==> src/rtl/ids_pkg.sv <==
package ids_pkg;

	// datapath
	typedef logic [63:0] data_t;
	typedef logic [7:0]  ctrl_t;   // zero on header and payload words

	// flow table
	typedef logic [31:0] ip_t;
	typedef logic [3:0]  action_t;
	typedef logic [3:0]  ft_addr_t;
	typedef logic [31:0] count_t;

	// wishbone side
	typedef logic [2:0]  reg_addr_t;
	typedef logic [31:0] reg_data_t;

	typedef enum logic [1:0] {
		PARSE_START,
		PARSE_HEADER,
		PARSE_PAYLOAD
	} parse_state_t;

	localparam int FT_DEPTH           = 16;
	localparam int IP_WORD_INDEX      = 4;   // header word holding the source ip
	localparam int PAYLOAD_WORD_INDEX = 5;
	localparam int IP_LSB             = 16;

	localparam int FIFO_DEPTH_BITS_DEFAULT = 2;

	// register map, word addresses
	localparam reg_addr_t REG_FT_IP       = 3'd0;
	localparam reg_addr_t REG_FT_ACTION   = 3'd1;
	localparam reg_addr_t REG_FT_CTRL     = 3'd2;
	localparam reg_addr_t REG_CNT_ADDR    = 3'd3;
	localparam reg_addr_t REG_CNT_DATA    = 3'd4;
	localparam reg_addr_t REG_NUM_PKTS    = 3'd5;
	localparam reg_addr_t REG_NUM_MATCHES = 3'd6;
	localparam reg_addr_t REG_LAST_ACTION = 3'd7;

	// REG_FT_CTRL fields, entry index sits in bits 3:0
	localparam int FT_CTRL_WRITE_BIT = 4;
	localparam int FT_CTRL_VALID_BIT = 5;

endpackage

==> src/rtl/pkt_fifo.sv <==
`timescale 1ns/1ps

module pkt_fifo #(
	parameter int FIFO_DEPTH_BITS = ids_pkg::FIFO_DEPTH_BITS_DEFAULT
) (
	input  logic           clk,
	input  logic           reset,
	input  logic           wr_en,
	input  ids_pkg::data_t din_data,
	input  ids_pkg::ctrl_t din_ctrl,
	input  logic           rd_en,
	output ids_pkg::data_t dout_data,
	output ids_pkg::ctrl_t dout_ctrl,
	output logic           empty,
	output logic           nearly_full
);
	import ids_pkg::*;

	localparam int DEPTH = 1 << FIFO_DEPTH_BITS;

	data_t mem_data [DEPTH];
	ctrl_t mem_ctrl [DEPTH];

	logic [FIFO_DEPTH_BITS-1:0] wr_ptr;
	logic [FIFO_DEPTH_BITS-1:0] rd_ptr;
	logic [FIFO_DEPTH_BITS:0]   count;   // one extra bit to tell full from empty

	logic do_wr;
	logic do_rd;

	assign empty       = (count == '0);
	assign nearly_full = (count >= (FIFO_DEPTH_BITS + 1)'(DEPTH - 1));

	assign do_wr = wr_en && (count != (FIFO_DEPTH_BITS + 1)'(DEPTH));   // drop on overflow
	assign do_rd = rd_en && !empty;

	// head word falls through
	assign dout_data = mem_data[rd_ptr];
	assign dout_ctrl = mem_ctrl[rd_ptr];

	always_ff @(posedge clk) begin
		if (do_wr) begin
			mem_data[wr_ptr] <= din_data;
			mem_ctrl[wr_ptr] <= din_ctrl;
		end
	end

	always_ff @(posedge clk) begin
		if (reset) begin
			wr_ptr <= '0;
			rd_ptr <= '0;
			count  <= '0;
		end else begin
			if (do_wr)
				wr_ptr <= wr_ptr + 1'b1;
			if (do_rd)
				rd_ptr <= rd_ptr + 1'b1;
			case ({do_wr, do_rd})
				2'b10:   count <= count + 1'b1;
				2'b01:   count <= count - 1'b1;
				default: count <= count;   // both or neither
			endcase
		end
	end

endmodule

==> src/rtl/header_parser.sv <==
`timescale 1ns/1ps

module header_parser (
	input  logic            clk,
	input  logic            reset,
	input  ids_pkg::data_t  fifo_data,
	input  ids_pkg::ctrl_t  fifo_ctrl,
	input  logic            fifo_empty,
	input  logic            out_rdy,
	output logic            fifo_rd_en,
	output ids_pkg::data_t  out_data,
	output ids_pkg::ctrl_t  out_ctrl,
	output logic            out_wr,
	output logic            lookup_start,
	output ids_pkg::ip_t    lookup_ip,
	output ids_pkg::count_t num_pkts
);
	import ids_pkg::*;

	parse_state_t state;
	parse_state_t state_next;
	logic [2:0]   hdr_count;        // zero-control words seen in this packet
	logic [2:0]   hdr_count_next;
	logic         ip_word;          // popping the word with the source ip
	logic         pkt_done;
	logic         ctrl_word;

	// pop as long as the sink can take the word next cycle
	assign fifo_rd_en = !fifo_empty && out_rdy;
	assign ctrl_word  = (fifo_ctrl != '0);

	always_comb begin
		state_next     = state;
		hdr_count_next = hdr_count;
		ip_word        = 1'b0;
		pkt_done       = 1'b0;

		if (fifo_rd_en) begin
			case (state)
				PARSE_START: begin
					if (ctrl_word)
						state_next = PARSE_HEADER;   // module header word
				end
				PARSE_HEADER: begin
					if (!ctrl_word) begin
						hdr_count_next = hdr_count + 3'd1;
						if (hdr_count_next == 3'(IP_WORD_INDEX))
							ip_word = 1'b1;
						if (hdr_count_next == 3'(PAYLOAD_WORD_INDEX))
							state_next = PARSE_PAYLOAD;
					end
				end
				PARSE_PAYLOAD: begin
					// last word of the packet
					if (ctrl_word) begin
						state_next     = PARSE_START;
						hdr_count_next = '0;
						pkt_done       = 1'b1;
					end
				end
				default: state_next = PARSE_START;
			endcase
		end
	end

	always_ff @(posedge clk) begin
		if (reset) begin
			state        <= PARSE_START;
			hdr_count    <= '0;
			out_wr       <= 1'b0;
			lookup_start <= 1'b0;
			num_pkts     <= '0;
		end else begin
			state        <= state_next;
			hdr_count    <= hdr_count_next;
			out_wr       <= fifo_rd_en;
			lookup_start <= ip_word;   // one cycle after the ip word pops
			if (pkt_done)
				num_pkts <= num_pkts + 32'd1;
		end
	end

	// output stage and captured address
	always_ff @(posedge clk) begin
		if (fifo_rd_en) begin
			out_data <= fifo_data;
			out_ctrl <= fifo_ctrl;
		end
		if (ip_word)
			lookup_ip <= fifo_data[IP_LSB +: $bits(ip_t)];
	end

endmodule

==> src/rtl/flow_table.sv <==
`timescale 1ns/1ps

module flow_table (
	input  logic              clk,
	input  logic              reset,
	input  logic              lookup_start,
	input  ids_pkg::ip_t      lookup_ip,
	input  logic              ft_wr_en,
	input  ids_pkg::ft_addr_t ft_wr_addr,
	input  ids_pkg::ip_t      ft_wr_ip,
	input  ids_pkg::action_t  ft_wr_action,
	input  logic              ft_wr_valid,
	input  ids_pkg::ft_addr_t cnt_addr,
	output ids_pkg::count_t   cnt_data,
	output ids_pkg::count_t   num_matches,
	output ids_pkg::action_t  last_action
);
	import ids_pkg::*;

	logic [FT_DEPTH-1:0] entry_valid;
	ip_t                 entry_ip     [FT_DEPTH];
	action_t             entry_action [FT_DEPTH];
	count_t              hit_cnt      [FT_DEPTH];

	logic     hit;
	ft_addr_t hit_idx;

	// compare all entries at once, lowest valid index wins
	always_comb begin
		hit     = 1'b0;
		hit_idx = '0;
		for (int i = FT_DEPTH - 1; i >= 0; i--) begin
			if (entry_valid[i] && (entry_ip[i] == lookup_ip)) begin
				hit     = 1'b1;
				hit_idx = ft_addr_t'(i);
			end
		end
	end

	assign cnt_data = hit_cnt[cnt_addr];

	// table programming from the register block
	always_ff @(posedge clk) begin
		if (reset) begin
			entry_valid <= '0;
			for (int i = 0; i < FT_DEPTH; i++) begin
				entry_ip[i]     <= '0;
				entry_action[i] <= '0;
			end
		end else if (ft_wr_en) begin
			entry_valid[ft_wr_addr]  <= ft_wr_valid;
			entry_ip[ft_wr_addr]     <= ft_wr_ip;
			entry_action[ft_wr_addr] <= ft_wr_action;
		end
	end

	// statistics
	always_ff @(posedge clk) begin
		if (reset) begin
			for (int i = 0; i < FT_DEPTH; i++)
				hit_cnt[i] <= '0;
			num_matches <= '0;
			last_action <= '0;
		end else if (lookup_start) begin
			if (hit) begin
				hit_cnt[hit_idx] <= hit_cnt[hit_idx] + 32'd1;
				num_matches      <= num_matches + 32'd1;
				last_action      <= entry_action[hit_idx];
			end else begin
				last_action <= '0;   // miss
			end
		end
	end

endmodule

==> src/rtl/ids_regs.sv <==
`timescale 1ns/1ps

module ids_regs (
	input  logic               clk,
	input  logic               reset,

	input  logic               wb_cyc,
	input  logic               wb_stb,
	input  logic               wb_we,
	input  ids_pkg::reg_addr_t wb_adr,
	input  ids_pkg::reg_data_t wb_wdata,
	output ids_pkg::reg_data_t wb_rdata,
	output logic               wb_ack,

	input  ids_pkg::count_t    num_pkts,
	input  ids_pkg::count_t    cnt_data,
	input  ids_pkg::count_t    num_matches,
	input  ids_pkg::action_t   last_action,

	output logic               ft_wr_en,
	output ids_pkg::ft_addr_t  ft_wr_addr,
	output ids_pkg::ip_t       ft_wr_ip,
	output ids_pkg::action_t   ft_wr_action,
	output logic               ft_wr_valid,
	output ids_pkg::ft_addr_t  cnt_addr
);
	import ids_pkg::*;

	logic      wb_req;     // new request, not yet acked
	logic      wr_req;
	reg_data_t rd_mux;

	assign wb_req = wb_cyc && wb_stb && !wb_ack;
	assign wr_req = wb_req && wb_we;

	always_comb begin
		case (wb_adr)
			REG_FT_IP:       rd_mux = reg_data_t'(ft_wr_ip);
			REG_FT_ACTION:   rd_mux = reg_data_t'(ft_wr_action);
			REG_FT_CTRL:     rd_mux = '0;   // strobe only
			REG_CNT_ADDR:    rd_mux = reg_data_t'(cnt_addr);
			REG_CNT_DATA:    rd_mux = reg_data_t'(cnt_data);
			REG_NUM_PKTS:    rd_mux = reg_data_t'(num_pkts);
			REG_NUM_MATCHES: rd_mux = reg_data_t'(num_matches);
			REG_LAST_ACTION: rd_mux = reg_data_t'(last_action);
			default:         rd_mux = '0;
		endcase
	end

	always_ff @(posedge clk) begin
		if (reset) begin
			wb_ack       <= 1'b0;
			ft_wr_en     <= 1'b0;
			ft_wr_ip     <= '0;
			ft_wr_action <= '0;
			cnt_addr     <= '0;
		end else begin
			wb_ack   <= wb_req;   // single cycle ack
			ft_wr_en <= wr_req && (wb_adr == REG_FT_CTRL) && wb_wdata[FT_CTRL_WRITE_BIT];
			if (wr_req) begin
				case (wb_adr)
					REG_FT_IP:     ft_wr_ip     <= wb_wdata[$bits(ip_t)-1:0];
					REG_FT_ACTION: ft_wr_action <= wb_wdata[$bits(action_t)-1:0];
					REG_CNT_ADDR:  cnt_addr     <= wb_wdata[$bits(ft_addr_t)-1:0];
					default: ;
				endcase
			end
		end
	end

	// entry index and valid flag go out with the write strobe
	always_ff @(posedge clk) begin
		if (wr_req && (wb_adr == REG_FT_CTRL)) begin
			ft_wr_addr  <= wb_wdata[$bits(ft_addr_t)-1:0];
			ft_wr_valid <= wb_wdata[FT_CTRL_VALID_BIT];
		end
		if (wb_req)
			wb_rdata <= rd_mux;
	end

endmodule

==> src/rtl/ids_top.sv <==
`timescale 1ns/1ps

module ids_top #(
	parameter int FIFO_DEPTH_BITS = ids_pkg::FIFO_DEPTH_BITS_DEFAULT
) (
	input  logic                clk,
	input  logic                reset,

	input  ids_pkg::data_t      in_data,
	input  ids_pkg::ctrl_t      in_ctrl,
	input  logic                in_wr,
	output logic                in_rdy,

	output ids_pkg::data_t      out_data,
	output ids_pkg::ctrl_t      out_ctrl,
	output logic                out_wr,
	input  logic                out_rdy,

	input  logic                wb_cyc,
	input  logic                wb_stb,
	input  logic                wb_we,
	input  ids_pkg::reg_addr_t  wb_adr,
	input  ids_pkg::reg_data_t  wb_wdata,
	output ids_pkg::reg_data_t  wb_rdata,
	output logic                wb_ack
);
	import ids_pkg::*;

	data_t    fifo_data;
	ctrl_t    fifo_ctrl;
	logic     fifo_empty;
	logic     fifo_rd_en;
	logic     fifo_nearly_full;

	logic     lookup_start;
	ip_t      lookup_ip;
	count_t   num_pkts;

	logic     ft_wr_en;
	ft_addr_t ft_wr_addr;
	ip_t      ft_wr_ip;
	action_t  ft_wr_action;
	logic     ft_wr_valid;
	ft_addr_t cnt_addr;
	count_t   cnt_data;
	count_t   num_matches;
	action_t  last_action;

	assign in_rdy = !fifo_nearly_full;   // two free slots left at least

	pkt_fifo #(
		.FIFO_DEPTH_BITS (FIFO_DEPTH_BITS)
	) u_fifo (
		.clk         (clk),
		.reset       (reset),
		.wr_en       (in_wr),
		.din_data    (in_data),
		.din_ctrl    (in_ctrl),
		.rd_en       (fifo_rd_en),
		.dout_data   (fifo_data),
		.dout_ctrl   (fifo_ctrl),
		.empty       (fifo_empty),
		.nearly_full (fifo_nearly_full)
	);

	header_parser u_parser (
		.clk          (clk),
		.reset        (reset),
		.fifo_data    (fifo_data),
		.fifo_ctrl    (fifo_ctrl),
		.fifo_empty   (fifo_empty),
		.out_rdy      (out_rdy),
		.fifo_rd_en   (fifo_rd_en),
		.out_data     (out_data),
		.out_ctrl     (out_ctrl),
		.out_wr       (out_wr),
		.lookup_start (lookup_start),
		.lookup_ip    (lookup_ip),
		.num_pkts     (num_pkts)
	);

	flow_table u_table (
		.clk          (clk),
		.reset        (reset),
		.lookup_start (lookup_start),
		.lookup_ip    (lookup_ip),
		.ft_wr_en     (ft_wr_en),
		.ft_wr_addr   (ft_wr_addr),
		.ft_wr_ip     (ft_wr_ip),
		.ft_wr_action (ft_wr_action),
		.ft_wr_valid  (ft_wr_valid),
		.cnt_addr     (cnt_addr),
		.cnt_data     (cnt_data),
		.num_matches  (num_matches),
		.last_action  (last_action)
	);

	ids_regs u_regs (
		.clk          (clk),
		.reset        (reset),
		.wb_cyc       (wb_cyc),
		.wb_stb       (wb_stb),
		.wb_we        (wb_we),
		.wb_adr       (wb_adr),
		.wb_wdata     (wb_wdata),
		.wb_rdata     (wb_rdata),
		.wb_ack       (wb_ack),
		.num_pkts     (num_pkts),
		.cnt_data     (cnt_data),
		.num_matches  (num_matches),
		.last_action  (last_action),
		.ft_wr_en     (ft_wr_en),
		.ft_wr_addr   (ft_wr_addr),
		.ft_wr_ip     (ft_wr_ip),
		.ft_wr_action (ft_wr_action),
		.ft_wr_valid  (ft_wr_valid),
		.cnt_addr     (cnt_addr)
	);

endmodule

==> config.mk <==
export PLATFORM = sky130hd
export DESIGN_NAME = ids_top
export DESIGN_NICKNAME = d
export VERILOG_FILES = /design/src/rtl/ids_pkg.sv /design/src/rtl/pkt_fifo.sv /design/src/rtl/header_parser.sv /design/src/rtl/flow_table.sv /design/src/rtl/ids_regs.sv /design/src/rtl/ids_top.sv
export SDC_FILE = /design/constraint.sdc
export NUM_CORES = 2
export LEC_CHECK = 0
export ABC_CLOCK_PERIOD_IN_PS = 7100
export BUFFER_PORTS_ARGS = -buffer_cell sky130_fd_sc_hd__buf_2
export CELL_PAD_IN_SITES_DETAIL_PLACEMENT = 1
export CELL_PAD_IN_SITES_GLOBAL_PLACEMENT = 1
export CORE_ASPECT_RATIO = 0.9
export CORE_UTILIZATION = 52
export DETAILED_ROUTE_END_ITERATION = 16
export HOLD_SLACK_MARGIN = 0.1
export MAX_ROUTING_LAYER = met4
export PLACE_DENSITY = 0.8
export SLEW_MARGIN = 20
export SYNTH_ARGS = -nofsm -noshare
export SYNTH_HDL_FRONTEND = slang
export SYNTH_SLANG_ARGS = --single-unit
==> constraint.sdc <==
create_clock -name clk -period 7.1 [get_ports clk]
set_clock_uncertainty 0.15 [all_clocks]
set_input_delay 1.775 -clock clk [delete_from_list [all_inputs] [get_ports clk]]
set_output_delay 1.775 -clock clk [all_outputs]
set_load 0.01 [all_outputs]
# After elaboration in Yosys (flattened, before gate mapping)
# Memories as Yosys holds them, arrays and structs flattened. A register that Yosys moved wholly into a read port is not among the register bits.
# Cells that the tools add are included.
# Widths: inputs -> output; s select.
dict set report totals {
  ff_bits 281
  ram_bits 1376
  input_bits 114
  elab_cells 194
  memories 5
}
dict set report classes {
  addsub 8
  order_cmp 3
  n_eq_ne 34
  n_mux 79
  n_reduce_logical 43
}
# memory depth word_bits rd rd_clocked_by_memory_dff write_ports line
set memory_table {}
lappend memory_table {u_table.entry_ip 16 32 16 0 16 flow_table.sv:21} ;# ip_t entry_ip [FT_DEPTH];
lappend memory_table {u_table.hit_cnt 16 32 2 1 16 flow_table.sv:23} ;# count_t hit_cnt [FT_DEPTH];
lappend memory_table {u_fifo.mem_data 4 64 1 1 1 pkt_fifo.sv:21} ;# data_t mem_data [DEPTH];
lappend memory_table {u_table.entry_action 16 4 1 0 16 flow_table.sv:22} ;# action_t entry_action [FT_DEPTH];
lappend memory_table {u_fifo.mem_ctrl 4 8 1 1 1 pkt_fifo.sv:22} ;# ctrl_t mem_ctrl [DEPTH];
# operator n
set op_table {}
lappend op_table {{$eq 32x32->1} 16}
lappend op_table {{$pmux 32 s8} 1}
lappend op_table {{$add 32x1->32 const B} 3}
lappend op_table {{$mux 4} 23}
lappend op_table {{$mux 32} 2}
lappend op_table {{$reduce_or 32->1} 2}
lappend op_table {{$mux 1} 38}
lappend op_table {{$logic_and 1x1->1} 25}
lappend op_table {{$eq 3x3->1 const B} 6}
lappend op_table {{$bwmux 16} 1}
lappend op_table {{$mux 2} 8}
lappend op_table {{$pmux 3 s2} 2}
lappend op_table {{$reduce_and 2->1} 4}
lappend op_table {{$reduce_bool 8->1} 1}
lappend op_table {{$add 3x1->3 const B} 2}
lappend op_table {{$eq 3x2->1 const B} 2}
lappend op_table {{$logic_not 3->1} 2}
lappend op_table {{$mux 3} 2}
lappend op_table {{$ne 2x1->1 const B} 3}
lappend op_table {{$pmux 2 s3} 1}
lappend op_table {{$lt 4x5->1 const B} 1}
lappend op_table {{$reduce_and 5->1} 1}
lappend op_table {{$add 2x1->2 const B} 2}
lappend op_table {{$demux 1 s4} 1}
lappend op_table {{other kinds (13)} 18}

# Longest topological paths before layout
dict set report logic_depth {
  depth_word 24
  depth_mapped 26
  mapped_depth_nobuf 17
}

# Cells and area by module
# From an unflattened synthesis, not the netlist that was laid out.
dict set report hier_totals {
  hier_cells 6199
  area_unflattened_um2 79513.8
}
# mod n_inst cells_per_inst area_each_um2
set modules_own_cells {}
lappend modules_own_cells {flow_table 1 5028 59673.5}
lappend modules_own_cells {pkt_fifo 1 430 10958.0}
lappend modules_own_cells {header_parser 1 353 5236.3}
lappend modules_own_cells {ids_regs 1 387 3642.2}
lappend modules_own_cells {ids_top 1 1 3.8}

# Worst setup path before layout
# No wires, ideal clock.
dict set report synth_timing {
  path_type {flip-flop to flip-flop}
  start {register u_parser.lookup_ip[1]}
  end {memory u_table.hit_cnt[0][18] (netlist bit), data pin}
  setup_time_ns 0.266
  arrival_time_ns 5.498
  setup_slack_ns 1.186
  path_stages_with_launch 22
  n_path_buf 7
  path_cell_list {edfxtp_1 buf_2 buf_2 xor2_1 nand4b_1 nor4_1 or4bb_1 o41ai_1 buf_2 buf_4 a31oi_1 o31ai_1 or3_1 buf_2 buf_1 ha_1 nand4_1 or2_2 nor4_1 xnor2_1 buf_2 nor2_1}
}
# element line
set synth_rtl {}
lappend synth_rtl {{from (decl)} header_parser.sv:15} ;# output ids_pkg::ip_t lookup_ip,
lappend synth_rtl {{from (signal assigned)} header_parser.sv:90} ;# lookup_ip <= fifo_data[IP_LSB +: $bits(ip_t)];
lappend synth_rtl {{to (decl)} flow_table.sv:23}

==> flow_summary.json <==
{
  "clk_latency_ps": 860,
  "start_util": 0.5251,
  "wirelength_mm": 312.8,
  "worstPathArrival_ps": 7630,
  "firstDrtPassIters": 9,
  "fin_nets": 6544,
  "layout-drive-gt1-share": 0.1818,
  "drv_cap": 0,
  "die_h_um": 372.5,
  "p_per_area_nw_per_um2": 258.5,
  "setup_tns_ps": 0,
  "fmax_mhz": 141.2,
  "avgSynthCellArea_um2": 12.87,
  "ys_async_sr_fraction": 0,
  "grt_max_degree": 90,
  "hold_path_class": "register to register",
  "vias_per_cell": 6.927,
  "slew_headroom": 0.1006,
  "fin_ws_ps": 19.37,
  "yosysMostFrequentCell": "edfxtp_1",
  "min_period_over_period": 0.9973,
  "period_needed_ps": 7081,
  "coreArea_um2": 151000,
  "cts_max_level": 4,
  "drcViolationCount": 0,
  "hold_buffers": 0,
  "gp_congestion": 0.9861,
  "grt_pass1_wl_mm": 437.1,
  "slew_violations": 0,
  "io_buffers": 220,
  "yosysUniqueCellTypes": 109,
  "synth-main-ff-cell": "edfxtp_1",
  "status": "complete, no violations",
  "yosys.area_share.simple": 0.1696,
  "peakVddDrop_mv": 0.2703,
  "clockBufferDepth": 3,
  "initialDrtViolationCount": 9866,
  "end_kind": "register",
  "cts_tree": "yes",
  "pin_count": 221,
  "yosysTopAreaCell": "edfxtp_1",
  "synth_common_cells": "edfxtp_1 (1517), and2_1 (598), nor2_1 (561), nand2_1 (510), xor2_1 (401)",
  "die-area_um2": 154100,
  "syn_inst": 6160,
  "synth_fp_nets": 6289,
  "synth_seq_cells": 1663,
  "dpl_worst_slack_ps": -138.8,
  "synth_compound_area_frac": 0.04044,
  "synth_area_leaders": "edfxtp_1 (57%), mux4_2 (6.7%), and2_1 (4.7%)",
  "placed_area_um2": 83550,
  "path_clk_slew_ps": 70,
  "dp_hpwl_mm": 192.0,
  "worst_pin_slew_ps": 1349,
  "yosysTopAreaCellShare": 0.5745,
  "track_usage": 0.4148,
  "stdcell_area_um2": 89590,
  "wl_per_cell_um": 36.42,
  "yosysSeqAreaShare": 0.6114,
  "antenna_found_initial": 37,
  "yosys_warnings": 0,
  "netlist_area_um2": 79290,
  "die_w_um": 413.6,
  "synth_top_family_by_area": "simple AND/OR/NAND/NOR gates",
  "area_delta_synth_final_pct": 12.98,
  "clock-sinks": 1663,
  "hold_viol": 0,
  "cp.required_ps": 7650,
  "cts_buffers": 171,
  "muxShareOfSynthArea": 0.08343,
  "fill_cells": 14670,
  "final_antenna_net_count": 0,
  "grt_pass1_vias": 60030,
  "root_buffer": "clkbuf_16",
  "rows": 135,
  "worstPathMaxFanout": 16,
  "leakage_nw": 31.00,
  "synth_edf_count": 1517,
  "synthAdderAreaFrac": 0.002462,
  "worstSetupPathType": "register to register",
  "grt-ovfl-total": 0,
  "setup_viol": 0,
  "synth-xor-area-share": 0.06263,
  "vias": 59490,
  "startpoint_type": "register"
}
[layout make-up]
type / instances / area (µm²) / share of cell area
Timing Repair Buffer: 517 / 3754 / 0.04190
Tap cell: 1986 / 2485 / 0.02774
Antenna cell: 40 / 100.1 / 0.001117
Clock buffer: 218 / 4578 / 0.05110
Inverter: 59 / 222.7 / 0.002486
Sequential cell: 1663 / 48500 / 0.5414
Multi-Input combinational cell: 4003 / 28770 / 0.3211
Clock inverter: 103 / 1175 / 0.01311
[worst max-delay path, cell delays in order (launching register included)]
cell	delay, ps
edfxtp_1	330
buf_4	490
xor2_1	210
nor4b_1	340
nand4_1	220
or4_1	790
and3_1	310
o211a_1	200
buf_4	200
a21oi_4	420
buf_4	310
mux2i_1	220
o2111ai_1	150
nor2_1	620
nor3b_2	560
nand3_2	250
or4_1	840
a21oi_1	260
[where the power goes]
part	internal, W	switching, W
logic	0.000720	0.00131
registers	0.0114	0.000358
clock network	0.00515	0.00421
[timing repair]
| item | 4_1_cts | 5_1_grt |
|---|---|---|
| buffers inserted | 0 | 10 |
| endpoints found under the hold margin | 0 | 0 |
| setup endpoints to repair | 127 | 259 |
| gates resized for setup | 1 | 8 |
[worst paths after layout]
kind / cells past startpoint / startpoint / slack, ps / endpoint
min reg2reg: 2 / u_parser.hdr_count[2] / 350 / u_parser.hdr_count[2]
min: 2 / u_parser.hdr_count[2] / 350 / u_parser.hdr_count[2]
max: 17 / u_parser.lookup_ip[16] / 20 / u_table.hit_cnt[12][22]
max reg2reg: 17 / u_parser.lookup_ip[16] / 20 / u_table.hit_cnt[12][22]
[stage by stage]
step / cells / hold WS (ps) / total power, W / util
after floorplan: 6160 / 281.9 / 0.01295 / -
after global placement: 8218 / 289.6 / 0.01376 / 0.5532
after detailed placement: 8218 / 301.6 / 0.01388 / 0.5533
after CTS: 8539 / 346.3 / 0.02311 / 0.5914
after global routing: 8570 / 368.3 / 0.02356 / 0.5929
final: 8589 / 348.8 / 0.02316 / 0.5933
[per-layer routing]
metal	vias to the layer above	track usage	wire length, µm
li1	23210	-	-
met1	30010	0.5007	105800
met2	4920	0.6202	140800
met3	1353	0.1042	41830
met4	0	0.2719	24370
met5	-	-	0
[cell families after synthesis]
| group | count (synthesis) |
|---|---|
| simple gates | 2571 |
| flops | 1663 |
| xor+xnor | 567 |
| buf+inv | 494 |
| compound gates | 485 |
| mux | 365 |
| fa+ha+maj | 15 |
[placed cells by master (no fill, tap or decap), drive strengths merged, types with 9 or more instances in the layout]
cell type  netlist  layout
a21oi          194     194
or3             34      34
and2           598     598
o211ai          10      10
xor2           401     401
a221oi          16      16
xnor2          166     166
a211oi          12      12
nand2          512     512
nor3           101     101
inv             59      64
mux4           235     235
clkbuf         257     218
nand4          130     130
nor4           175     175
nand4b          22      22
nand2b          50      50
and3            39      39
dfxtp          146     146
a31oi           10      10
mux2i          113     113
nor3b           12      12
a222oi          31      31
edfxtp        1517    1517
nor2           563     563
a22oi            9       9
nor4b           18      18
diode            0      40
bufinv           0      14
nand3          235     235
or2             10      10
nor2b           20      20
or4             19      19
ha              14      14
buf            178     517
clkinv           0      80
o21ai          113     113
mux2            17      17
[registers in the layout, indices dropped and copies added (netlist names), 8 cells and up, named ones only]
signal                count
u_table.entry_valid      16
u_fifo.mem_ctrl          32
u_table.entry_action     64
u_table.hit_cnt         512
u_regs.wb_rdata          32
u_parser.out_data        64
u_regs.ft_wr_ip          32
u_table.num_matches      32
u_parser.lookup_ip       32
u_parser.out_ctrl         8
u_fifo.mem_data         256
u_table.entry_ip        512
u_parser.num_pkts        32
Note: power is estimated with default switching activity, not from simulation.
